--- config.mk ---
export PLATFORM = sky130hd
export DESIGN_NAME = fm_nco
export DESIGN_NICKNAME = d
export VERILOG_FILES = /design/src/fm_cfg_pkg.sv /design/src/fm_nco.sv
export SDC_FILE = /design/constraint.sdc
export NUM_CORES = 1
export LEC_CHECK = 0
export BUFFER_PORTS_ARGS = -buffer_cell sky130_fd_sc_hd__clkbuf_2
export CAP_MARGIN = 20
export CORE_AREA = 2 2 118 74
export CTS_BUF_LIST = sky130_fd_sc_hd__clkbuf_16
export CTS_CLUSTER_DIAMETER = 80
export DETAILED_ROUTE_END_ITERATION = 8
export DIE_AREA = 0 0 120 76
export MAX_ROUTING_LAYER = met4
export PLACE_DENSITY = 0.76
export SYNTH_ARGS = -nofsm -noshare
export SYNTH_HDL_FRONTEND = slang
export SYNTH_SLANG_ARGS = --single-unit
--- constraint.sdc ---
create_clock -name pll_clk -period 3.7 [get_ports pll_clk]
set_input_delay 0.555 -clock pll_clk [delete_from_list [all_inputs] [get_ports pll_clk]]
set_output_delay 0.555 -clock pll_clk [all_outputs]
set_load 0.01 [all_outputs]
--- src/fm_cfg_pkg.sv ---
package fm_cfg_pkg;

   // Frequencies in Hz
   localparam int FM_HZ_W = 27;
   localparam logic [FM_HZ_W-1:0] FM_CLK_HZ  = 27'd67_500_000;
   localparam logic [FM_HZ_W-1:0] FM_BASE_HZ = 27'd30_000_000;

   // Sample RAM geometry
   localparam int RAM_AW   = 11;
   localparam int RAM_DW   = 16;
   localparam int SHIFT_W  = 15;
   localparam int PERIOD_W = 16;

   // Command codes, low nibble of each received byte
   localparam logic [3:0] CMD_DATA0 = 4'h0;
   localparam logic [3:0] CMD_DATA1 = 4'h1;
   localparam logic [3:0] CMD_DATA2 = 4'h2;
   localparam logic [3:0] CMD_DATA3 = 4'h3;
   localparam logic [3:0] CMD_ADDR0 = 4'h4;
   localparam logic [3:0] CMD_ADDR1 = 4'h5;
   localparam logic [3:0] CMD_ADDR2 = 4'h6;
   localparam logic [3:0] CMD_READ  = 4'h7;
   localparam logic [3:0] CMD_WRITE = 4'h8;
   localparam logic [3:0] CMD_PER0  = 4'h9;
   localparam logic [3:0] CMD_PER1  = 4'hA;
   localparam logic [3:0] CMD_PER2  = 4'hB;
   localparam logic [3:0] CMD_PER3  = 4'hC;
   localparam logic [3:0] CMD_SET   = 4'hD;
   localparam logic [3:0] CMD_TXLO  = 4'hE;
   localparam logic [3:0] CMD_TXHI  = 4'hF;

endpackage

--- src/fm_nco.sv ---
`timescale 1ns/1ns
module fm_nco import fm_cfg_pkg::*; (
   input  logic               pll_clk,
   input  logic               i_nrst,
   input  logic [SHIFT_W-1:0] i_shift,
   input  logic               i_set,
   output logic               o_fm
);

   logic [FM_HZ_W-1:0] freq;
   logic [FM_HZ_W-1:0] acc;
   logic [FM_HZ_W:0]   sum;
   logic               run;

   // Two half periods per carrier cycle
   assign sum = {1'b0, acc} + {freq, 1'b0};

   always_ff @(posedge pll_clk or negedge i_nrst) begin
      if (!i_nrst) begin
         freq <= FM_BASE_HZ;
         acc  <= '0;
         run  <= 1'b0;
         o_fm <= 1'b0;
      end else begin
         if (i_set) begin
            freq <= FM_BASE_HZ + FM_HZ_W'(i_shift);
            run  <= 1'b1;
         end
         // Idle until the first set
         if (run) begin
            if (sum >= {1'b0, FM_CLK_HZ}) begin
               acc  <= FM_HZ_W'(sum - {1'b0, FM_CLK_HZ});
               o_fm <= !o_fm;
            end else begin
               acc <= FM_HZ_W'(sum);
            end
         end
      end
   end

endmodule

# == Word level (Yosys, flattened, before mapping) ==
# Index checks and enable logic that the tools add are counted.
# classes
add_sub_neg,3
n_lt_le_gt_ge,1
n_mux,1
reduce_logical,2
# ops
cell,n
$add A27 B28 Y28,1
$ge A28 B27 Y1 const B,1
$mux W27,1
$sub A27 B27 Y27 const B,1
$add A25 B15 Y26 const A,1
$reduce_and A2 Y1,1
$logic_not A1 Y1,1
# totals
ff_bits,56
in_bits,18
output_inout_bits,1
elab_cells,11

# == Longest topological paths before layout ==
# logic_depth
word_depth,3
mapped_depth,16
mapped_depth_nobuf,15

# == Least setup slack after synthesis ==
# No wires, ideal clock.
# synth_timing
path_type,register to register
from,reg freq[0]
to,reg acc[14]
setup_ns,0.125
arrival_time_ns,3.339
required_time_ns,3.575
path_slack_ns,0.237
path_stages_with_launch,16
n_path_buf,1
synth_period_minus_slack_ns,3.463
path_cell_list,dfrtp_1 > ha_1 > inv_1 > fa_1 > and2b_1 > o2111ai_2 > a211o_1 > a31oi_1 > a31oi_1 > nor4_4 > nand4_1 > a22oi_2 > buf_4 > nor3_2 > xnor2_1 > mux2_2
# synth_via
elab_chain_len,3
elab_cells_between_ends,4
cone_classes,add/sub: 2; order compare: 1; mux: 1
# synth_rtl
element,line,rtl
"start, declared",fm_nco.sv:10,logic [FM_HZ_W-1:0] freq;
"start signal, assigned",fm_nco.sv:26,freq <= FM_BASE_HZ + FM_HZ_W'(i_shift);
$add A27 B28 Y28 *,fm_nco.sv:16,"assign sum = {1'b0, acc} + {freq, 1'b0};"
$sub A27 B27 Y27 / $ge A28 B27 Y1 (equally long branches),"fm_nco.sv:32, fm_nco.sv:31",
$mux W27 *,fm_nco.sv:31,"if (sum >= {1'b0, FM_CLK_HZ}) begin"
"end signal, assigned",fm_nco.sv:32,"acc <= FM_HZ_W'(sum - {1'b0, FM_CLK_HZ});"
"end signal, assigned",fm_nco.sv:35,acc <= FM_HZ_W'(sum);
"end, declared",fm_nco.sv:11,logic [FM_HZ_W-1:0] acc;
# Mark *: on every way between the ends. The rest lies on a longest branch, timed or not.
# A chain may end at the register's enable or synchronous reset.

# == Worst setup path in the final report ==
# layout_timing
from,reg freq[4]
to,reg acc[22]
# The elaborated chain is that of the path after synthesis.

==> run summary <==
By area the synthesized netlist is led by sky130_fd_sc_hd__dfrtp_1, sky130_fd_sc_hd__ha_1, sky130_fd_sc_hd__xnor2_1. The number of cells on the worst reg-to-reg path is 12. The first global-routing pass estimated 19.2 mm of wire. The area of combinational cells with multiple inputs is 0.00293 mm², and the total of warnings raised by yosys is 0.

The die is 120 µm wide. The die area was 0.00912 mm²; the count of buffering cells on the critical path with inverters included was 1. The most common cell after layout, fill and taps aside was sky130_fd_sc_hd__nor2_1. Cells fill 59.5% of the core in the end. The tools report the footprint of the flip-flops and latches as 0.00116 mm².

The global router's overall resource usage was 27.0%; the number of synthesized register bits was 46. The startpoint of the most critical register-to-register path is freq[4]. The run gives 5 as the number of search-and-repair iterations in the first detailed-routing pass.

The number of antenna violations at the first check in global routing is 0, and the post-route fraction of the period consumed by the critical path is 101%. The tools report the DRC violation total after the first TritonRoute iteration as 467. The run gives 539 as the final net count. The checks that failed: setup timing. In this run the critical register-to-register path is captured at acc[22].

Delay contributed by the slowest stage of the critical path: 0.44 ns. For this run, design rule violations remaining after detail routing come to 0. Dividing the detail-routed via count by the number of cells gives 6.33.

19 I/O pins were placed. Averaged over all synthesized cells, the footprint is 8.66 µm². The run gives 0 as the number of endpoints with negative hold slack in the final report.

Number of max-slew violations in the final report: 0. The worst max-slew margin expressed relative to the limit was 61.2%; the fraction of registers with async set or reset after synthesis was 100%. Relative to the synthesized area, the layout overhead comes to 22.8%. The cell area after technology mapping came out at 0.00396 mm². The placed instances occupy a cell area of 0.00436 mm². In this run the worst path has a maximum fanout of 6.

The library cells used most frequently in the layout, excluding fill and tap cells, are sky130_fd_sc_hd__nor2_1, sky130_fd_sc_hd__dfrtp_1, sky130_fd_sc_hd__a21oi_1, sky130_fd_sc_hd__buf_4, sky130_fd_sc_hd__nand2_1. The worst hold path belongs to the class input port to asynchronous set/reset pin. The flow ran to the end, but the final reports show violations. The detailed placer's ending HPWL came out at 8.68 mm.

TritonCTS built the clock tree. The tools report the sort of element at the start of the critical path as a flip-flop. The arrival time of the worst setup path came out at 3.95 ns.

The number of global-route vias before repair was 3659. On the critical path, the stage with the largest delay is an instance of sky130_fd_sc_hd__ha_2. The start-to-end type of the worst setup path is flip-flop to flip-flop. After detailed routing, the average wire length per cell comes to 19.7 µm. Max-cap violations in this run came to 0.

Summed over all layers, the global routing overflow is 0. In this run, distinct cell masters in the synthesized netlist total 71. The worst setup path is captured at a flip-flop. For this design, the sink count on the clock tree is 46. The tools report the insertion delay of the later-clocked pin in the worst-skew pair as 0.29 ns.

The post-route netlist has 27.8% of its cells at a drive strength greater than 1. The tightest hold path in the finished design has a slack of 0.238 ns. In this run the standard cell core region covers 0.00817 mm². After clock tree synthesis, the clock-pin slew on the worst setup and hold paths is 0.06 ns.

At the end of routability-driven placement, the weighted congestion stood at 1.07. The buffer cell driving the clock tree root is sky130_fd_sc_hd__clkbuf_16. The logs give 5 for the CTS buffer count and 457 for the instance count of the mapped netlist.

Across all register-to-register paths, the minimum setup slack is -0.04 ns. The initial utilization of the core area, before any placement, comes to 48.5%. The post-synth net total was 496; the final routed wirelength across all metal layers was 12.0 mm. The total setup violations reported at the end of the flow is 1, and the number of buffer cells added on primary ports is 18. The leading area contributor after synthesis was sky130_fd_sc_hd__dfrtp_1. The tools report the largest net degree at the start of global routing as 41. Setup repair after global routing could not meet its margin everywhere. Residual antenna-violating net count after detailed routing: 0. In this run the vertical extent of the chip is 76 µm. The routed layout has 3874 vias.

In this run the number of H-tree levels came out at 2. STA puts the critical path data required time at 3.91 ns. For the pin with the worst max-slew slack, the measured transition is 0.583 ns. Setup slack after layout: -0.0448 ns. The clock period minus final worst setup slack was 3.74 ns. In this design, the largest share of critical-path delay is due to compound AO/OA/AOI/OAI gates. The run gives 26 as the number of core rows. In the synthesized netlist the dominant register cell turns out to be sky130_fd_sc_hd__dfrtp_1. The run gives 29.3% as the share of synthesized area occupied by flip-flops and latches. The synthesized design devotes to its leading area cell type 25.3% of total area. Counting along the longest clock path gives a buffer depth of 2. The signal on the critical path passes through ha_2 > a21o_1 > a31oi_4 > a211oi_2 > or3_1 > nand4b_1 > buf_4 > o41a_1 > nor2b_1 > nor2_1 > a2111oi_2 > xor2_1. With fillers left out, the area of the finished cells amounts to 0.00486 mm².

The highest achievable clock rate was 267 MHz; the number of flops mapped to enable cells by yosys was 0. The layout has 714 filler cells. The run gives 0 as the count of hold buffers inserted by post-cts repair. The number of antenna diodes in the final layout is 0. Between clock sinks in the finished design, the worst skew comes to 0.00372 ns.
## Yosys cell counts, drive strengths merged, types with 9 or more instances
cell type   n
xor2        9
mux2       17
ha         20
nor2       44
nor3       12
nand3      10
nand2b      9
a21oi      39
nand4      13
o21ai      21
inv        15
xnor2      26
and2       10
nand2      30
dfrtp      40
buf        12
a21o       12
## worst max path at each step
stage          startpoint  endpoint  slack, ns  cells after the start
6_report          freq[4]   acc[22]      -0.04                     12
5_1_grt            acc[1]   acc[22]      -0.12                     15
4_1_cts           freq[4]   acc[16]       0.01                     13
3_5_place_dp       acc[1]   acc[16]      -0.15                     15
3_3_place_gp      freq[7]   acc[26]      0.008                     14
2_1_floorplan     freq[0]   acc[14]       0.24                     15
## layout make-up
type | instances | area share (%)
clock inverter | 2 | 0.695
sequential | 46 | 23.8
inverter | 15 | 1.16
clock buffer | 5 | 2.57
timing repair buffer | 56 | 8.57
multi-input combinational | 376 | 60.3
tap | 112 | 2.88
## kinds of logic (layout without fill, tap and decap cells)
kind of cell	count (synthesis)	in the layout	share of synthesized area [%]
adder cells (fa/ha/maj)	21	21	6.83
multiplexers	25	25	6.86
XOR/XNOR	35	35	7.75
AND/OR/NAND/NOR	174	174	24.3
AO/OA/AOI/OAI	121	121	21.3
flip-flops	46	46	29.3
buffers and inverters	35	78	3.67
## stage by stage
| step | setup TNS [ns] | setup WS, ns | cells |
|---|---|---|---|
| final | -0.0448 | -0.0448 | 612 |
| after global placement | 0 | 0.00774 | 600 |
| after CTS | 0 | 0.0113 | 607 |
| after detailed placement | -0.824 | -0.149 | 600 |
| after global routing | -1.21 | -0.122 | 612 |
| after floorplan | 0 | 0.237 | 457 |
## metal layers
layer / track usage (%) / wire (µm) / vias to the layer above
met5: - / 0 / -
met1: 40.4 / 5570 / 1865
met2: 37.3 / 5120 / 214
met3: 5.99 / 1220 / 21
met4: 5.18 / 124 / 0
li1: - / - / 1774
## registers in the layout, summed over array words and instances (netlist names)
name,cells
acc,26
freq,18
o_fm,1
run,1
## what timing repair did
action | CTS | global route
pin swaps | 3 | 17
setup endpoints to repair | 17 | 23
buffers inserted | 0 | 4
gates cloned | 0 | 1
gates resized for setup | 5 | 50
Power is left out: the tool's default activity adds up to more than one toggle a clock period on the data nets, which glitch-free logic cannot reach.
