File: config.mk
export PLATFORM = sky130hd
export DESIGN_NAME = uart_txrx
export DESIGN_NICKNAME = d
export VERILOG_FILES = /design/src/uart_pkg.sv /design/src/uart_txrx.sv
export SDC_FILE = /design/constraint.sdc
export NUM_CORES = 1
export LEC_CHECK = 0
export BUFFER_PORTS_ARGS = -buffer_cell sky130_fd_sc_hd__buf_4
export CAP_MARGIN = 15
export CORE_ASPECT_RATIO = 1.4
export CORE_MARGIN = 5
export CORE_UTILIZATION = 42
export CTS_CLUSTER_DIAMETER = 200
export CTS_CLUSTER_SIZE = 25
export DETAILED_ROUTE_END_ITERATION = 16
export PLACE_DENSITY = 0.63
export RECOVER_POWER = 25
export SETUP_SLACK_MARGIN = 0.2
export SLEW_MARGIN = 40
export SYNTH_ARGS = -nofsm -noshare
export SYNTH_HDL_FRONTEND = slang
export SYNTH_SLANG_ARGS = --single-unit
File: constraint.sdc
create_clock -name pll_clk -period 1.6 [get_ports pll_clk]
set_clock_uncertainty 0.05 [all_clocks]
set_input_delay 0.32 -clock pll_clk [delete_from_list [all_inputs] [get_ports pll_clk]]
set_output_delay 0.32 -clock pll_clk [all_outputs]
set_load 0.02 [all_outputs]
File: src/uart_pkg.sv
package uart_pkg;

   // Fixed bit time in pll_clk cycles
   localparam int UART_CLKS_PER_BIT = 16;
   localparam int UART_DATA_BITS    = 8;

   // Counter widths
   localparam int UART_CNT_W = $clog2(UART_CLKS_PER_BIT);
   localparam int UART_BIT_W = $clog2(UART_DATA_BITS);

endpackage

File: src/uart_txrx.sv
`timescale 1ns/1ns
module uart_txrx import uart_pkg::*; (
   input  logic       pll_clk,
   input  logic       i_nrst,
   input  logic       i_rx,
   input  logic       i_tx_start,
   input  logic [7:0] i_tx_data,
   output logic       o_rx_valid,
   output logic [7:0] o_rx_data,
   output logic       o_tx,
   output logic       o_tx_busy
);

   typedef enum logic [1:0] {RX_IDLE, RX_START, RX_DATA, RX_STOP} rx_state_t;

   rx_state_t                 rx_state;
   logic [2:0]                rx_sync;
   logic [UART_CNT_W-1:0]     rx_cnt;
   logic [UART_BIT_W-1:0]     rx_bit;
   logic [UART_DATA_BITS-1:0] rx_shift;

   logic [UART_CNT_W-1:0]     tx_cnt;
   logic [UART_BIT_W:0]       tx_left;
   logic [UART_DATA_BITS:0]   tx_shift;

   //////////////////////////////
   // Receiver
   assign o_rx_data = rx_shift;

   always_ff @(posedge pll_clk or negedge i_nrst) begin
      if (!i_nrst) begin
         rx_sync    <= '1;
         rx_state   <= RX_IDLE;
         rx_cnt     <= '0;
         rx_bit     <= '0;
         rx_shift   <= '0;
         o_rx_valid <= 1'b0;
      end else begin
         rx_sync    <= {rx_sync[1:0], i_rx};
         o_rx_valid <= 1'b0;
         case (rx_state)
            RX_IDLE: begin
               rx_cnt <= '0;
               if (!rx_sync[2])
                  rx_state <= RX_START;
            end
            RX_START: begin
               // Middle of start bit, reject glitches
               if (rx_cnt == UART_CNT_W'(UART_CLKS_PER_BIT / 2 - 1)) begin
                  rx_cnt   <= '0;
                  rx_bit   <= '0;
                  rx_state <= rx_sync[2] ? RX_IDLE : RX_DATA;
               end else begin
                  rx_cnt <= rx_cnt + 1'b1;
               end
            end
            RX_DATA: begin
               if (rx_cnt == UART_CNT_W'(UART_CLKS_PER_BIT - 1)) begin
                  rx_cnt   <= '0;
                  rx_shift <= {rx_sync[2], rx_shift[UART_DATA_BITS-1:1]};
                  rx_bit   <= rx_bit + 1'b1;
                  if (rx_bit == UART_BIT_W'(UART_DATA_BITS - 1))
                     rx_state <= RX_STOP;
               end else begin
                  rx_cnt <= rx_cnt + 1'b1;
               end
            end
            default: begin
               if (rx_cnt == UART_CNT_W'(UART_CLKS_PER_BIT - 1)) begin
                  o_rx_valid <= rx_sync[2];
                  rx_state   <= RX_IDLE;
               end else begin
                  rx_cnt <= rx_cnt + 1'b1;
               end
            end
         endcase
      end
   end

   //////////////////////////////
   // Transmitter
   always_ff @(posedge pll_clk or negedge i_nrst) begin
      if (!i_nrst) begin
         o_tx      <= 1'b1;
         o_tx_busy <= 1'b0;
         tx_cnt    <= '0;
         tx_left   <= '0;
         tx_shift  <= '1;
      end else if (!o_tx_busy) begin
         if (i_tx_start) begin
            o_tx      <= 1'b0;
            o_tx_busy <= 1'b1;
            tx_cnt    <= '0;
            tx_left   <= (UART_BIT_W + 1)'(UART_DATA_BITS + 1);
            tx_shift  <= {1'b1, i_tx_data};
         end
      end else if (tx_cnt == UART_CNT_W'(UART_CLKS_PER_BIT - 1)) begin
         tx_cnt <= '0;
         if (tx_left == '0) begin
            o_tx_busy <= 1'b0;
         end else begin
            // Data bits then stop bit
            o_tx     <= tx_shift[0];
            tx_shift <= {1'b1, tx_shift[UART_DATA_BITS:1]};
            tx_left  <= tx_left - 1'b1;
         end
      end else begin
         tx_cnt <= tx_cnt + 1'b1;
      end
   end

endmodule

---- Word-level counts from Yosys, hierarchy flattened ----
Index checks and enable logic that the tools add are counted.
word-level totals
  register bits ........................... 40
  input bits .............................. 12
  output and inout bits ................... 11
  word-level logic and storage cells ...... 73
cells by class
  add/subtract/negate cells ............... 4
  eq/ne operators ......................... 13
  multiplexer cells ....................... 35
  reductions and logical operators ........ 10
operator list
  kind                                               number
  two-way mux 4 bit                                  10
  two-way mux 9 bit                                  4
  two-way mux 2 bit                                  6
  one-hot mux 4 bit (3 select lines)                 1
  two-way mux 1 bit                                  10
  != test 2 bit (second input constant)              5
  adder 4 x 1 -> 4 bit (second input constant)       2
  == test 4 bit (second input constant)              2
  two-way mux 3 bit                                  2
  one-hot mux 2 bit (3 select lines)                 1
  one-hot mux 3 bit (2 select lines)                 1
  AND reduction 3 bit                                2
  AND reduction 5 bit                                1
  == test 4 x 3 -> 1 bit (second input constant)     1
  logical NOT 4 bit                                  1
  != test 4 x 1 -> 1 bit (second input constant)     1
  nonzero test 2 bit                                 2
  subtractor 4 x 1 -> 4 bit (second input constant)  1
  adder 3 x 1 -> 3 bit (second input constant)       1
  == test 3 bit (second input constant)              1
  nonzero test 3 bit                                 1
  OR reduction 3 bit                                 1
  == test 2 x 1 -> 1 bit (second input constant)     1
  == test 2 bit (second input constant)              1
  other kinds (3)                                    3

---- Longest topological paths before layout ----
  depth after elaboration ................. 4
  depth in mapped cells ................... 7
  mapped depth without buffers ............ 6

---- Worst setup path after synthesis ----
OpenSTA, ideal clock, no wires.
  path kind ............................... flip-flop to flip-flop
  from .................................... register rx_state[0]
  to ...................................... register rx_state[1]
  library setup time ...................... 0.125 ns
  arrival time ............................ 1.526 ns
  data required time ...................... 1.425 ns
  slack ................................... -0.101 ns
  stages on the path, launching flop included .. 7
  path buffers ............................ 1
  period minus slack after synthesis ...... 1.701 ns
  cell sequence ........................... dfrtp_1 -> inv_1 -> ha_1 -> buf_4 -> o311a_1 -> and4b_1 -> o22ai_2
on the way
  longest elaborated chain between the ends .. 3
  elaborated cells on any way between the ends .. 10
  those cells by class .................... eq/ne: 6; mux: 1; reduce/logical: 3
RTL lines
  item                                                                  RTL line         text
  start, declared                                                       uart_txrx.sv:16  rx_state_t rx_state;
  start signal, assigned                                                uart_txrx.sv:52  rx_state <= rx_sync[2] ? RX_IDLE : RX_DATA;
  == test 2 bit, or another cell as far along                           uart_txrx.sv:41  case (rx_state)
  != test 2 bit (no source line) or nonzero test 3 bit (tied branches)  -
  AND reduction 5 bit (no source line)                                  -
Several ways; a longest one is shown, not always the timed one.
A chain may end at the register's enable or synchronous reset.

---- Worst setup path after layout ----
  from .................................... register rx_cnt[1]
  to ...................................... register rx_state[1]
on the way
  longest elaborated chain between the ends .. 3
  elaborated cells on any way between the ends .. 6
  those cells by class .................... eq/ne: 4; reduce/logical: 2
RTL lines
  item                                                                  RTL line                                           text
  start, declared                                                       uart_txrx.sv:18                                    logic [UART_CNT_W-1:0] rx_cnt;
  start signal, assigned                                                uart_txrx.sv:54                                    rx_cnt <= rx_cnt + 1'b1;
  start signal, assigned                                                uart_txrx.sv:65                                    rx_cnt <= rx_cnt + 1'b1;
  start signal, assigned                                                uart_txrx.sv:73                                    rx_cnt <= rx_cnt + 1'b1;
  == test 4 bit or == test 4 x 3 -> 1 bit (tied branches)               uart_txrx.sv:58, uart_txrx.sv:69, uart_txrx.sv:49
  != test 2 bit (no source line) or nonzero test 3 bit (tied branches)  -
  AND reduction 5 bit (no source line) (*)                              -
Mark *: on every way between the ends. The rest lies on a longest branch, timed or not.

==> flow_summary_export.csv <==
group,metric,value,unit
power,ir_drop,1.00,mV
worst_setup_path,worstSetupPathType,"reg -> reg",
worst_setup_path,crit_arrival,1.78,ns
grt,antenna_found_initial,0,
die,start_util,43.2,%
placement,dpl.hpwl,2.70,mm
timing,timing.fmax,620,MHz
timing,slew_headroom,34.9,%
placement,gp_congestion,0.756,
worst_setup_path,cp_slowest_cell,"dfrtp_1",
grt,grt.total_usage,14.7,%
drt,ant_nets,0,
clock_tree,insertion_delay,0.29,ns
grt,grt_pass1_vias,1574,
clock_tree,ctsRootBufferMaster,"clkbuf_8",
cells_and_area,nets,242,
power,p_per_area,1620,nW/um^2
worst_setup_path,cp_cell_sequence,"ha_2 -> and3_4 -> or3_4 -> and4b_1 -> o22ai_2",
die,num_rows,29,
die,pin_count,23,
grt,grt_overflow,0,
grt,grt_pass1_wl,7.04,mm
logic_synthesis,synth_cells,166,
drt,wl_per_cell,14.5,um
worst_setup_path,critical_path_required,1.76,ns
die,die_area,6110,sq um
logic_synthesis,ys.flop_type,"dfrtp_1",
min_path,hp-class,"in -> reg",
grt,grt_max_degree,40,
timing,slew_viol_final,0,
timing,fin_crit_sh,101,%
logic_synthesis,ys_types,43,
timing,rsz0062_at_grt,"true",
drt,drt_wl_total,4.11,mm
clock_tree,numCtsBuffers,5,
drt,drc,0,
drt,dr.first_iter.drc_count,37,
cells_and_area,drive_gt1_share,59.7,%
cells_and_area,diodes,0,
logic_synthesis,syn_area,1950,sq um
run_status,status,"finished with violations",
logic_synthesis,synth_edf_count,0,
placement,port_buffers,22,
worst_setup_path,critPathLaunchType,"register",
worst_setup_path,max_stage_delay,0.40,ns
clock_tree,cts_num_sinks,39,
cells_and_area,layout_commonest_cell,"buf_4",
run,cap_violations,0,
worst_setup_path,end_kind,"register",
worst_setup_path,critPathTopFamily,"simple AND/OR/NAND/NOR gates",
cells_and_area,final_cell_mix,"buf_4, dfrtp_1, dfstp_2",
clock_tree,clockBufferDepth,2,
timing,worstMarginPinSlew,0.976,ns
clock_tree,clkTransAtPathRegs,0.08,ns
worst_setup_path,timing.critical_path.buf_inv,0,
cells_and_area,area_growth,43.9,%
clock_tree,tritoncts,"done",
drt,vias,1414,
timing,fin_crit,1.61,ns
timing,setup_ws,-0.0125,ns
logic_synthesis,yosysWarnings,0,
logic_synthesis,synthArstFlopShare,100,%
run_status,violations,"negative setup slack",
timing,setup-violations-final,1,
drt,dr.pass1.iters,4,
power,p_leak,0.00135,uW
clock_tree,cts_max_level,2,
die,dieWidth,67.5,um
logic_synthesis,avgSynthCellArea,11.7,sq um
drt,avgViaCountPerCell,5.00,
logic_synthesis,ys_seq_area_share,50.9,%
timing,setup_tns,-0.0125,ns
logic_synthesis,syn_nets,188,
worst_setup_path,cp_max_fo,6,
die,die-height,90.5,um
timing,hold_viol_final,0,
timing,whs,0.0866,ns
logic_synthesis,ys_ff_latch,39,
die,coreArea,4500,sq um
## through the flow
stage	std cells	util (%)	setup WS, ns	instance area, sq um	power [uW]
floorplan	166	-	0.0156	2020	2680
global placement	257	51.4	0.0257	2310	3020
detailed placement	257	51.4	-0.0586	2310	3130
CTS	276	59.0	-0.00650	2660	4390
global route	283	62.2	-0.0660	2800	4820
finish	283	62.2	-0.0125	2800	4520
## sequential cells by signal (all words and copies together), names as in the netlist
register    flops
rx_sync         3
o_tx            1
tx_shift        8
o_tx_busy       1
rx_state        2
tx_left         4
rx_bit          3
o_rx_valid      1
o_rx_data       8
tx_cnt          4
rx_cnt          4
## timing repair
item / CTS / global route
gates cloned: 1 / 1
buffers inserted: 9 / 6
hold buffers: 1 / 0
resized for setup: 31 / 22
pin swaps: 7 / 7
endpoints found under the setup margin: 30 / 32
hold endpoints to repair: 27 / 0
## final cells by class
type / instances / area, sq um
Fill cell: 363 / 1700
Multi-Input combinational cell: 116 / 1120
Sequential cell: 39 / 993
Timing Repair Buffer: 51 / 458
Clock buffer: 6 / 82.6
Tap cell: 62 / 77.6
Clock inverter: 2 / 35.0
Inverter: 7 / 28.8
## worst register-to-register path: stages (launching register included)
cell     delay, ns
dfrtp_1       0.40
ha_2          0.19
and3_4        0.23
or3_4         0.36
and4b_1       0.21
o22ai_2       0.10
## power by group
group          total, uW  switching, uW  internal [uW]  leakage [uW]
Clock                844            340            504     0.0000612
Combinational       2020            913           1110      0.000814
Sequential          1660            313           1350      0.000475
## synth_stat cells (all sizes together) (2+ instances only)
cell,n,area (sq um)
a21oi,9,71.3
dfrtp,27,676
xor2,2,17.5
mux2,8,90.1
o21ai,14,77.6
and3,3,23.8
dfstp,12,315
nand3,6,30.0
mux2i,9,90.1
inv,7,26.3
nand2,15,58.8
nor2,14,55.1
nand3b,2,27.5
or3,2,17.5
nor2b,2,12.5
ha,10,125
a31oi,2,12.5
buf,4,41.3
nor3,2,10.0
nand2b,2,12.5
## metal layers
metal / vias up / track usage, % / part of all wire (%)
li1: 688 / - / -
met1: 696 / 16.8 / 40
met2: 21 / 24.8 / 54
met3: 9 / 3.74 / 2.8
met4: 0 / 6.77 / 2.4
met5: - / 0 / 0
## cell families after synthesis
family	share of synthesized area [%]
xor gates and xnor gates	0.900
and+or+nand+nor	15.3
buffers and inverters	4.18
muxes	9.26
adders and majority gates	6.43
DFF	50.9
AOI/OAI and AO/OA	13.0
## worst paths after layout
path                                            start                      end  slack [ns]  depth (start not counted)
worst min-delay path                             i_rx     rx_sync[0]$_DFF_PN1_        0.09                          1
worst max register to register  rx_cnt[1]$_DFFE_PN0P_  rx_state[1]$_DFFE_PN0P_       -0.01                          5
worst min register to register   rx_sync[1]$_DFF_PN1_     rx_sync[2]$_DFF_PN1_        0.30                          0
worst max-delay path            rx_cnt[1]$_DFFE_PN0P_  rx_state[1]$_DFFE_PN0P_       -0.01                          5
max in group asynchronous                      i_nrst      o_tx_busy$_DFF_PN0_        0.17                          2
min in group asynchronous                      i_nrst     o_rx_valid$_DFF_PN0_        0.67                          2
Power figures use the tool's default switching activity.
