**src/fm_cfg_pkg.sv**
```systemverilog
package fm_cfg_pkg;

   // Frequencies in Hz
   localparam int FM_HZ_W = 27;
   localparam logic [FM_HZ_W-1:0] FM_CLK_HZ  = 27'd67_500_000;
   localparam logic [FM_HZ_W-1:0] FM_BASE_HZ = 27'd30_000_000;

   // Sample RAM geometry
   localparam int RAM_AW   = 11;
   localparam int RAM_DW   = 16;
   localparam int SHIFT_W  = 15;
   localparam int PERIOD_W = 16;

   // Command codes, low nibble of each received byte
   localparam logic [3:0] CMD_DATA0 = 4'h0;
   localparam logic [3:0] CMD_DATA1 = 4'h1;
   localparam logic [3:0] CMD_DATA2 = 4'h2;
   localparam logic [3:0] CMD_DATA3 = 4'h3;
   localparam logic [3:0] CMD_ADDR0 = 4'h4;
   localparam logic [3:0] CMD_ADDR1 = 4'h5;
   localparam logic [3:0] CMD_ADDR2 = 4'h6;
   localparam logic [3:0] CMD_READ  = 4'h7;
   localparam logic [3:0] CMD_WRITE = 4'h8;
   localparam logic [3:0] CMD_PER0  = 4'h9;
   localparam logic [3:0] CMD_PER1  = 4'hA;
   localparam logic [3:0] CMD_PER2  = 4'hB;
   localparam logic [3:0] CMD_PER3  = 4'hC;
   localparam logic [3:0] CMD_SET   = 4'hD;
   localparam logic [3:0] CMD_TXLO  = 4'hE;
   localparam logic [3:0] CMD_TXHI  = 4'hF;

endpackage

```
**src/cmd_decoder.sv**
```systemverilog
`timescale 1ns/1ns
module cmd_decoder import fm_cfg_pkg::*; (
   input  logic                pll_clk,
   input  logic                i_nrst,
   input  logic                i_rx_valid,
   input  logic [7:0]          i_rx_data,
   input  logic                i_tx_busy,
   output logic                o_tx_start,
   output logic [7:0]          o_tx_data,
   output logic [RAM_AW-1:0]   o_ram_addr,
   output logic [RAM_DW-1:0]   o_ram_wdata,
   output logic                o_ram_we,
   output logic                o_rd_req,
   input  logic                i_rd_ack,
   input  logic [RAM_DW-1:0]   i_ram_rdata,
   output logic [PERIOD_W-1:0] o_period,
   output logic                o_fm_set
);

   logic [3:0] nib;

   assign nib = i_rx_data[7:4];

   always_ff @(posedge pll_clk or negedge i_nrst) begin
      if (!i_nrst) begin
         o_tx_start  <= 1'b0;
         o_tx_data   <= '0;
         o_ram_addr  <= '0;
         o_ram_wdata <= '0;
         o_ram_we    <= 1'b0;
         o_rd_req    <= 1'b0;
         o_period    <= '0;
         o_fm_set    <= 1'b0;
      end else begin
         // Strobes last one clock
         o_tx_start <= 1'b0;
         o_ram_we   <= 1'b0;
         o_fm_set   <= 1'b0;
         if (i_rx_valid) begin
            case (i_rx_data[3:0])
               CMD_DATA0: o_ram_wdata[3:0]   <= nib;
               CMD_DATA1: o_ram_wdata[7:4]   <= nib;
               CMD_DATA2: o_ram_wdata[11:8]  <= nib;
               CMD_DATA3: o_ram_wdata[15:12] <= nib;
               CMD_ADDR0: o_ram_addr[3:0]    <= nib;
               CMD_ADDR1: o_ram_addr[7:4]    <= nib;
               CMD_ADDR2: o_ram_addr[10:8]   <= nib[2:0];
               CMD_READ:  if (!i_rd_ack) o_rd_req <= 1'b1;
               CMD_WRITE: o_ram_we           <= 1'b1;
               CMD_PER0:  o_period[3:0]      <= nib;
               CMD_PER1:  o_period[7:4]      <= nib;
               CMD_PER2:  o_period[11:8]     <= nib;
               CMD_PER3:  o_period[15:12]    <= nib;
               CMD_SET:   o_fm_set           <= 1'b1;
               CMD_TXLO: begin
                  if (!i_tx_busy) begin
                     o_tx_data  <= o_ram_wdata[7:0];
                     o_tx_start <= 1'b1;
                  end
               end
               default: begin
                  if (!i_tx_busy) begin
                     o_tx_data  <= o_ram_wdata[15:8];
                     o_tx_start <= 1'b1;
                  end
               end
            endcase
         end
         // First ack clock ends the read
         if (o_rd_req && i_rd_ack) begin
            o_ram_wdata <= i_ram_rdata;
            o_rd_req    <= 1'b0;
         end
      end
   end

endmodule

```
**config.mk**
```make
export PLATFORM = sky130hd
export DESIGN_NAME = cmd_decoder
export DESIGN_NICKNAME = d
export VERILOG_FILES = /design/src/fm_cfg_pkg.sv /design/src/cmd_decoder.sv
export SDC_FILE = /design/constraint.sdc
export NUM_CORES = 1
export LEC_CHECK = 0
export BUFFER_PORTS_ARGS = -buffer_cell sky130_fd_sc_hd__buf_2
export CAP_MARGIN = 10
export CORE_ASPECT_RATIO = 0.5
export CORE_MARGIN = 5
export CORE_UTILIZATION = 45
export DETAILED_ROUTE_END_ITERATION = 8
export PLACE_DENSITY = 0.78
export SLEW_MARGIN = 20
export SYNTH_ARGS = -nofsm -noshare
export SYNTH_HDL_FRONTEND = slang
export SYNTH_SLANG_ARGS = --single-unit
```
**constraint.sdc**
```tcl
create_clock -name pll_clk -period 1 [get_ports pll_clk]
set_input_delay 0.05 -clock pll_clk [delete_from_list [all_inputs] [get_ports pll_clk]]
set_output_delay 0.05 -clock pll_clk [all_outputs]
set_load 0.1 [all_outputs]
```
==> results.json, run 1 <==
{
  "floorplan.initialDensity": 0.479,
  "die_x_um": 114,
  "dp_cells": 391,
  "rows": 18,
  "firstError": "[ERROR DPL-0038] Utilization greater than 100%, impossible to legalize",
  "dpl_cell_area_um2": 4350,
  "grt_max_degree": 31,
  "numPortBuffers": 83,
  "die_h_um": 62.0,
  "cts-root-buf": "clkbuf_8",
  "cts_num_sinks": 55,
  "syn_area_um2": 2440,
  "seq_area_frac_synth": 0.565,
  "place_congestion": 0.886,
  "synth_cells": 202,
  "synthTopCellsByArea": "dfrtp_1 56%, mux2_2 18%, a31oi_1 4.1%",
  "numCtsBuffers": 5,
  "dp_hpwl_mm": 6.58,
  "endpoint_type": "top-level output",
  "synth_nets": 231,
  "h-tree-depth": 2,
  "ios": 84,
  "yosysWarningCount": 0,
  "avgSynthCellArea_um2": 12.1,
  "worst_endpoint": "o_rd_req",
  "clockBufferDepth": 2,
  "ys_ff_latch": 55,
  "stop_stage": "5_1_grt",
  "yosysTopAreaCell": "dfrtp_1",
  "outcome": "did not finish",
  "synth.top_cell.area_share": 0.565,
  "synth_cell_types": 27
}
-- Yosys cell counts --
master	instances
buf_4	1
nor2b_1	1
nand2_2	1
nor2_4	1
a31oi_1	16
nand3b_1	2
dfrtp_1	55
or2_2	1
clkbuf_1	4
nand3_1	1
buf_6	1
nor2_1	22
buf_2	2
nor3b_1	4
nor3b_2	1
a21oi_1	1
nand2b_1	2
o21ai_0	16
mux2_2	39
and3b_1	2
and3_1	1
nor2_2	2
or3b_4	1
nor3_4	1
nand2_1	19
mux2_1	4
nand4b_4	1
-- metrics by stage --
step	setup slack, ns	TNS, ns
4_1_cts	-0.159	-5.30
3_3_place_gp	-0.216	-7.53
2_1_floorplan	-0.275	-6.35
3_5_place_dp	-0.286	-10.53
-- cell families after synthesis --
family | synth area share
buffers and inverters | 0.0180
AO/OA/AOI/OAI | 0.0760
flip-flops | 0.565
AND/OR/NAND/NOR | 0.142
multiplexers | 0.199
-- repair_timing --
item	in CTS
setup endpoints to repair	56
endpoints found under the hold margin	56
pin swaps	1
gates resized for setup	29
buffers inserted	8
cloned	1
hold buffers	2
==> run 2, diff against run 1 <==
- CORE_ASPECT_RATIO: 0.5 -> not set
- CORE_UTILIZATION: 45 -> 30
- PLACE_DENSITY: 0.78 -> not set
- PLACE_DENSITY_LB_ADDON: not set -> 0.15
- clock period: 1 -> 1.3 ns (I/O delays scaled with it)
==> run 2 against run 1 <==
Effect of this change: the run now ends clean; synthesized cell count stayed put; area after synthesis stayed put.
==> results.json, run 2 <==
{
  "synthTopCellsByArea": "dfrtp_1 56%, mux2_2 18%, a31oi_1 4.1%",
  "layout_common_cells": "83 x buf_2, 39 x mux2_2, 38 x dfrtp_1, 22 x nor2_1, 19 x nand2_1",
  "crit_path_start_kind": "flip-flop",
  "dp_cells": 396,
  "via_per_inst": 4.69,
  "final_nets": 332,
  "core_region_area_um2": 7810,
  "synthXorXnorAreaFrac": 0,
  "switching_share": 0.575,
  "top_regs": "o_period x16, o_ram_wdata x16, o_ram_addr x11",
  "synthArstFlopShare": 1.00,
  "drt-total-wl_mm": 6.76,
  "cp_slowest_cell": "dfrtp_4",
  "critPathTopFamily": "flip-flops",
  "synth_common_cells": "55 x dfrtp_1, 39 x mux2_2, 22 x nor2_1",
  "synthSimpleGateAreaFrac": 0.142,
  "skew_ns": 0.00513,
  "grt_use_total": 0.142,
  "fin_cells": 406,
  "fin_crit_sh": 0.934,
  "rsz0062_at_grt": "no",
  "synth_compound_area_frac": 0.0760,
  "hold_class": "in -> reg",
  "criticalPathCategory": "reg -> out",
  "p_leak_nw": 1.53,
  "h-tree-depth": 2,
  "p_per_area_nw_per_um2": 2390,
  "slew_viol_final": 0,
  "post-route-drc-count": 0,
  "ys.flop_type": "dfrtp_1",
  "grt_first_pass_wirelength_mm": 11.2,
  "p_int_mw": 3.30,
  "period_needed_ns": 1.21,
  "worst-path-max-fanout": 3,
  "drive_gt1_frac": 0.566,
  "pwr-share-comb": 0.564,
  "wl_per_cell_um": 16.7,
  "irDropWorstVdd_mv": 1.03,
  "numCtsBuffers": 5,
  "cts_setup_buffers": 0,
  "synth.area.mux_share": 0.199,
  "synth_nets": 231,
  "final_util": 0.417,
  "holdWs_ns": 0.0161,
  "antenna_found_initial": 0,
  "synth_most_common_cell": "dfrtp_1",
  "p_sw_mw": 4.48,
  "synth_cell_types": 27,
  "cp_data_arrival_time_ns": 1.15,
  "setup_violations": 0,
  "floorplan.initialDensity": 0.312,
  "clockBufferDepth": 2,
  "timing.slew.headroom": 0.670,
  "synth_cells": 202,
  "place_congestion": 0.736,
  "grt_pass1_vias": 2082,
  "avgSynthCellArea_um2": 12.1,
  "gr-total-overflow": 0,
  "diodes": 0,
  "cp_slowest_stage_delay_ns": 0.42,
  "die_h_um": 100,
  "outcome": "finished, final reports clean",
  "via_count": 1906,
  "syn_area_um2": 2440,
  "clkTransAtPathRegs_ns": 0.09,
  "cts_tree": "yes",
  "numPortBuffers": 83,
  "synth_edf_count": 0,
  "cts_num_sinks": 55,
  "ios": 84,
  "dr.pass1.iters": 4,
  "path_buf_inv": 1,
  "cap_violations": 0,
  "die_x_um": 100,
  "cts-root-buf": "clkbuf_8",
  "critPathRequiredTime_ns": 1.24,
  "syn2layout_area_growth_pct": 33.5,
  "final_common_cell": "buf_2",
  "dp_hpwl_mm": 5.10,
  "insertion_delay_ns": 0.30,
  "yosysTopAreaCell": "dfrtp_1",
  "seqPwrFrac": 0.308,
  "synth_top_family_by_area": "multiplexers",
  "synth.top_cell.area_share": 0.565,
  "crit_path_cell_trace": "buf_2",
  "fmax_mhz": 824,
  "drtIter0Drc": 62,
  "grt_max_degree": 33,
  "p_clk_frac": 0.128,
  "dieArea_um2": 10000,
  "fillers": 793,
  "worst_slew_pin_slew_ns": 0.498,
  "worstSetupEndpointType": "primary output",
  "ant_nets": 0,
  "seq_area_frac_synth": 0.565,
  "synthAdderAreaFrac": 0,
  "rows": 32,
  "ys_ff_latch": 55,
  "yosysWarningCount": 0,
  "hold_violations": 0
}
## run 2: metrics by stage
step	instance area, um2	setup TNS, ns	power [mW]	setup WS (ns)
2_1_floorplan	2460	0	6.08	0.00774
3_3_place_gp	3140	-0.183	6.83	-0.0254
3_5_place_dp	3140	-0.123	6.86	-0.0252
4_1_cts	3250	0	7.88	0.0715
5_1_grt	3250	0	8.11	0.0458
6_report	3250	0	7.78	0.0861
## run 2: power groups by stage
| stage | logic, mW | registers, mW | clock network [mW] |
|---|---|---|---|
| after floorplan | 0.515 | 5.56 | 0 |
| after global placement | 4.39 | 2.43 | 0 |
| after detailed placement | 4.42 | 2.44 | 0 |
| after CTS | 4.42 | 2.41 | 1.04 |
| after global routing | 4.53 | 2.47 | 1.11 |
| final | 4.39 | 2.40 | 0.993 |
## run 2: layout make-up
cell class                      instances  area, um2  area share
Timing Repair Buffer                  102        613       0.189
Sequential cell                        55       1400       0.431
Clock inverter                          1       8.76     0.00269
Tap cell                              102        128      0.0392
Multi-Input combinational cell        139       1020       0.312
Clock buffer                            7       86.3      0.0265
## run 2: path summary, 6_finish.rpt
path / startpoint / endpoint / slack (ns) / depth (start not counted)
min: i_ram_rdata[14] / o_ram_wdata[14] / 0.02 / 3
max: o_rd_req / o_rd_req / 0.09 / 1
max reg2reg: o_ram_wdata[11] / o_tx_data[3] / 0.23 / 2
min in group asynchronous: i_nrst / o_tx_start / 0.23 / 2
min reg2reg: o_period[15] / o_period[15] / 0.49 / 1
max in group asynchronous: i_nrst / o_rd_req / 0.57 / 3
## run 2: metal layers
| layer | track usage | wire, um | up-vias |
|---|---|---|---|
| met3 | 0.0410 | 485 | 5 |
| met5 | 0 | 0 | - |
| met2 | 0.227 | 3120 | 61 |
| met1 | 0.194 | 3100 | 922 |
| met4 | 0.0280 | 47 | 0 |
| li1 | - | - | 918 |
## run 2: cells by family after synthesis
kind of cell,after synthesis
buffers and inverters,8
AOI/OAI and AO/OA,33
and+or+nand+nor,63
DFF,55
muxes,43
## run 2: repair_timing
action                                 in CTS  in global routing
gates resized for setup                     0                  0
hold buffers                                2                  0
endpoints found under the hold margin      15                  0
(Power assumes the default switching activity.)
==> run 3, diff against run 2 <==
- CTS_BUF_LIST: not set -> sky130_fd_sc_hd__clkbuf_8
==> run 3 against run 2 <==
Effect of this change: via count rose by 0.63%; fmax barely moved; clock power barely moved; worst hold slack got worse by 0.0010 ns; critical path type unchanged; highest routed layer unchanged.
==> results.json, run 3 (synthesized netlist as in run 2, its figures left out) <==
{
  "outcome": "finished, final reports clean",
  "cp_data_arrival_time_ns": 1.15,
  "hold_class": "in -> reg",
  "rsz0062_at_grt": "no",
  "drive_gt1_frac": 0.566,
  "pwr-share-comb": 0.564,
  "die_x_um": 100,
  "grt_max_degree": 33,
  "via_count": 1918,
  "dieArea_um2": 10000,
  "crit_path_cell_trace": "buf_2",
  "grt_pass1_vias": 2078,
  "skew_ns": 0.00831,
  "p_clk_frac": 0.128,
  "final_common_cell": "buf_2",
  "seqPwrFrac": 0.308,
  "r2r_start": "o_ram_wdata[11]",
  "top_regs": "o_period x16, o_ram_wdata x16, o_ram_addr x11",
  "worstSetupEndpointType": "primary output",
  "numCtsBuffers": 5,
  "h-tree-depth": 2,
  "fillers": 793,
  "clockBufferDepth": 2,
  "worstHoldStart": "i_ram_rdata[12]",
  "drtIter0Drc": 67,
  "cts_tree": "yes",
  "switching_share": 0.576,
  "fin_crit_sh": 0.934,
  "final_nets": 332,
  "diodes": 0,
  "cts_resized": 0,
  "multi_input_area_um2": 1020,
  "cp_slowest_cell": "dfrtp_4",
  "criticalPathCategory": "reg -> out",
  "p_int_mw": 3.29,
  "core_region_area_um2": 7810,
  "floorplan.initialDensity": 0.312,
  "dr.pass1.iters": 5,
  "worst_slew_pin_slew_ns": 0.498,
  "grt_first_pass_wirelength_mm": 11.2,
  "critPathRequiredTime_ns": 1.24,
  "gr-total-overflow": 0,
  "cp_slowest_stage_delay_ns": 0.42,
  "final.setup.tns_ns": 0,
  "ios": 84,
  "place_congestion": 0.736,
  "post-route-drc-count": 0,
  "layout_common_cells": "83 x buf_2, 39 x mux2_2, 38 x dfrtp_1, 22 x nor2_1, 19 x nand2_1",
  "numPortBuffers": 83,
  "worst-path-max-fanout": 3,
  "p_sw_mw": 4.48,
  "irDropWorstVdd_mv": 1.03,
  "power_mw": 7.78,
  "p_leak_nw": 1.54,
  "dp_hpwl_mm": 5.10,
  "timing.slew.headroom": 0.670,
  "die_h_um": 100,
  "path_buf_inv": 1,
  "rows": 32,
  "cts-root-buf": "clkbuf_8",
  "grt_use_total": 0.142,
  "hold_violations": 0,
  "period_needed_ns": 1.21,
  "cts_setup_buffers": 0,
  "crit_path_start_kind": "flip-flop",
  "antenna_found_initial": 0,
  "slew_viol_final": 0,
  "ant_nets": 0,
  "setup_violations": 0,
  "seq_area_um2": 1400,
  "via_per_inst": 4.72,
  "fmax_mhz": 824,
  "syn2layout_area_growth_pct": 33.5,
  "cap_violations": 0,
  "cp-startpoint": "o_rd_req",
  "clkTransAtPathRegs_ns": 0.10,
  "cts_num_sinks": 55,
  "wl_per_cell_um": 16.7,
  "drt-total-wl_mm": 6.79,
  "p_per_area_nw_per_um2": 2390,
  "critPathTopFamily": "flip-flops",
  "insertion_delay_ns": 0.31
}
run 3: cell count changes in the layout (fill, tap and decap cells not counted), sizes merged:
cell | previous run | this run
inv | 0 | 1
clkbuf | 7 | 6
run 3: power by group through the flow:
| stage | clock, mW | sequential [mW] | combinational, mW |
|---|---|---|---|
| 6_report | 0.992 | 2.40 | 4.39 |
| 5_1_grt | 1.11 | 2.47 | 4.53 |
| 4_1_cts | 1.04 | 2.41 | 4.42 |
| 3_5_place_dp | 0 | 2.44 | 4.42 |
| 3_3_place_gp | 0 | 2.43 | 4.39 |
| 2_1_floorplan | 0 | 5.56 | 0.515 |
run 3: final timing paths:
kind,to,slack [ns],cells after the start
max reg2reg,o_tx_data[3],0.23,2
min in group asynchronous,o_tx_data[0],0.23,2
max in group asynchronous,o_rd_req,0.58,3
min,o_ram_wdata[12],0.02,3
max,o_rd_req,0.09,1
min reg2reg,o_period[15],0.49,1
run 3: cell type report:
type                            count  area share
Tap cell                          102      0.0392
Clock inverter                      2     0.00385
Clock buffer                        6      0.0254
Timing Repair Buffer              102       0.189
Multi-Input combinational cell    139       0.312
Sequential cell                    55       0.431
run 3: stage by stage:
stage / area [um2] / setup WS (ns) / util / hold slack (ns) / cells
2_1_floorplan: 2460 / 0.00774 / - / -0.231 / 202
3_3_place_gp: 3140 / -0.0254 / 0.402 / 0.0311 / 396
3_5_place_dp: 3140 / -0.0252 / 0.402 / 0.0283 / 396
4_1_cts: 3250 / 0.0715 / 0.417 / 0.00629 / 406
5_1_grt: 3250 / 0.0458 / 0.417 / 0.0144 / 406
6_report: 3250 / 0.0861 / 0.417 / 0.0151 / 406
run 3: metal layers:
metal	up-vias	wire length (um)	global-route usage
met5	-	0	0
met4	0	47	0.0280
met3	5	522	0.0410
met2	71	3130	0.227
met1	924	3090	0.194
li1	918	-	-
run 3: timing repair:
| item | 4_1_cts | 5_1_grt |
|---|---|---|
| hold buffers | 2 | 0 |
| setup endpoints to repair | 0 | 0 |
| endpoints found under the hold margin | 15 | 0 |
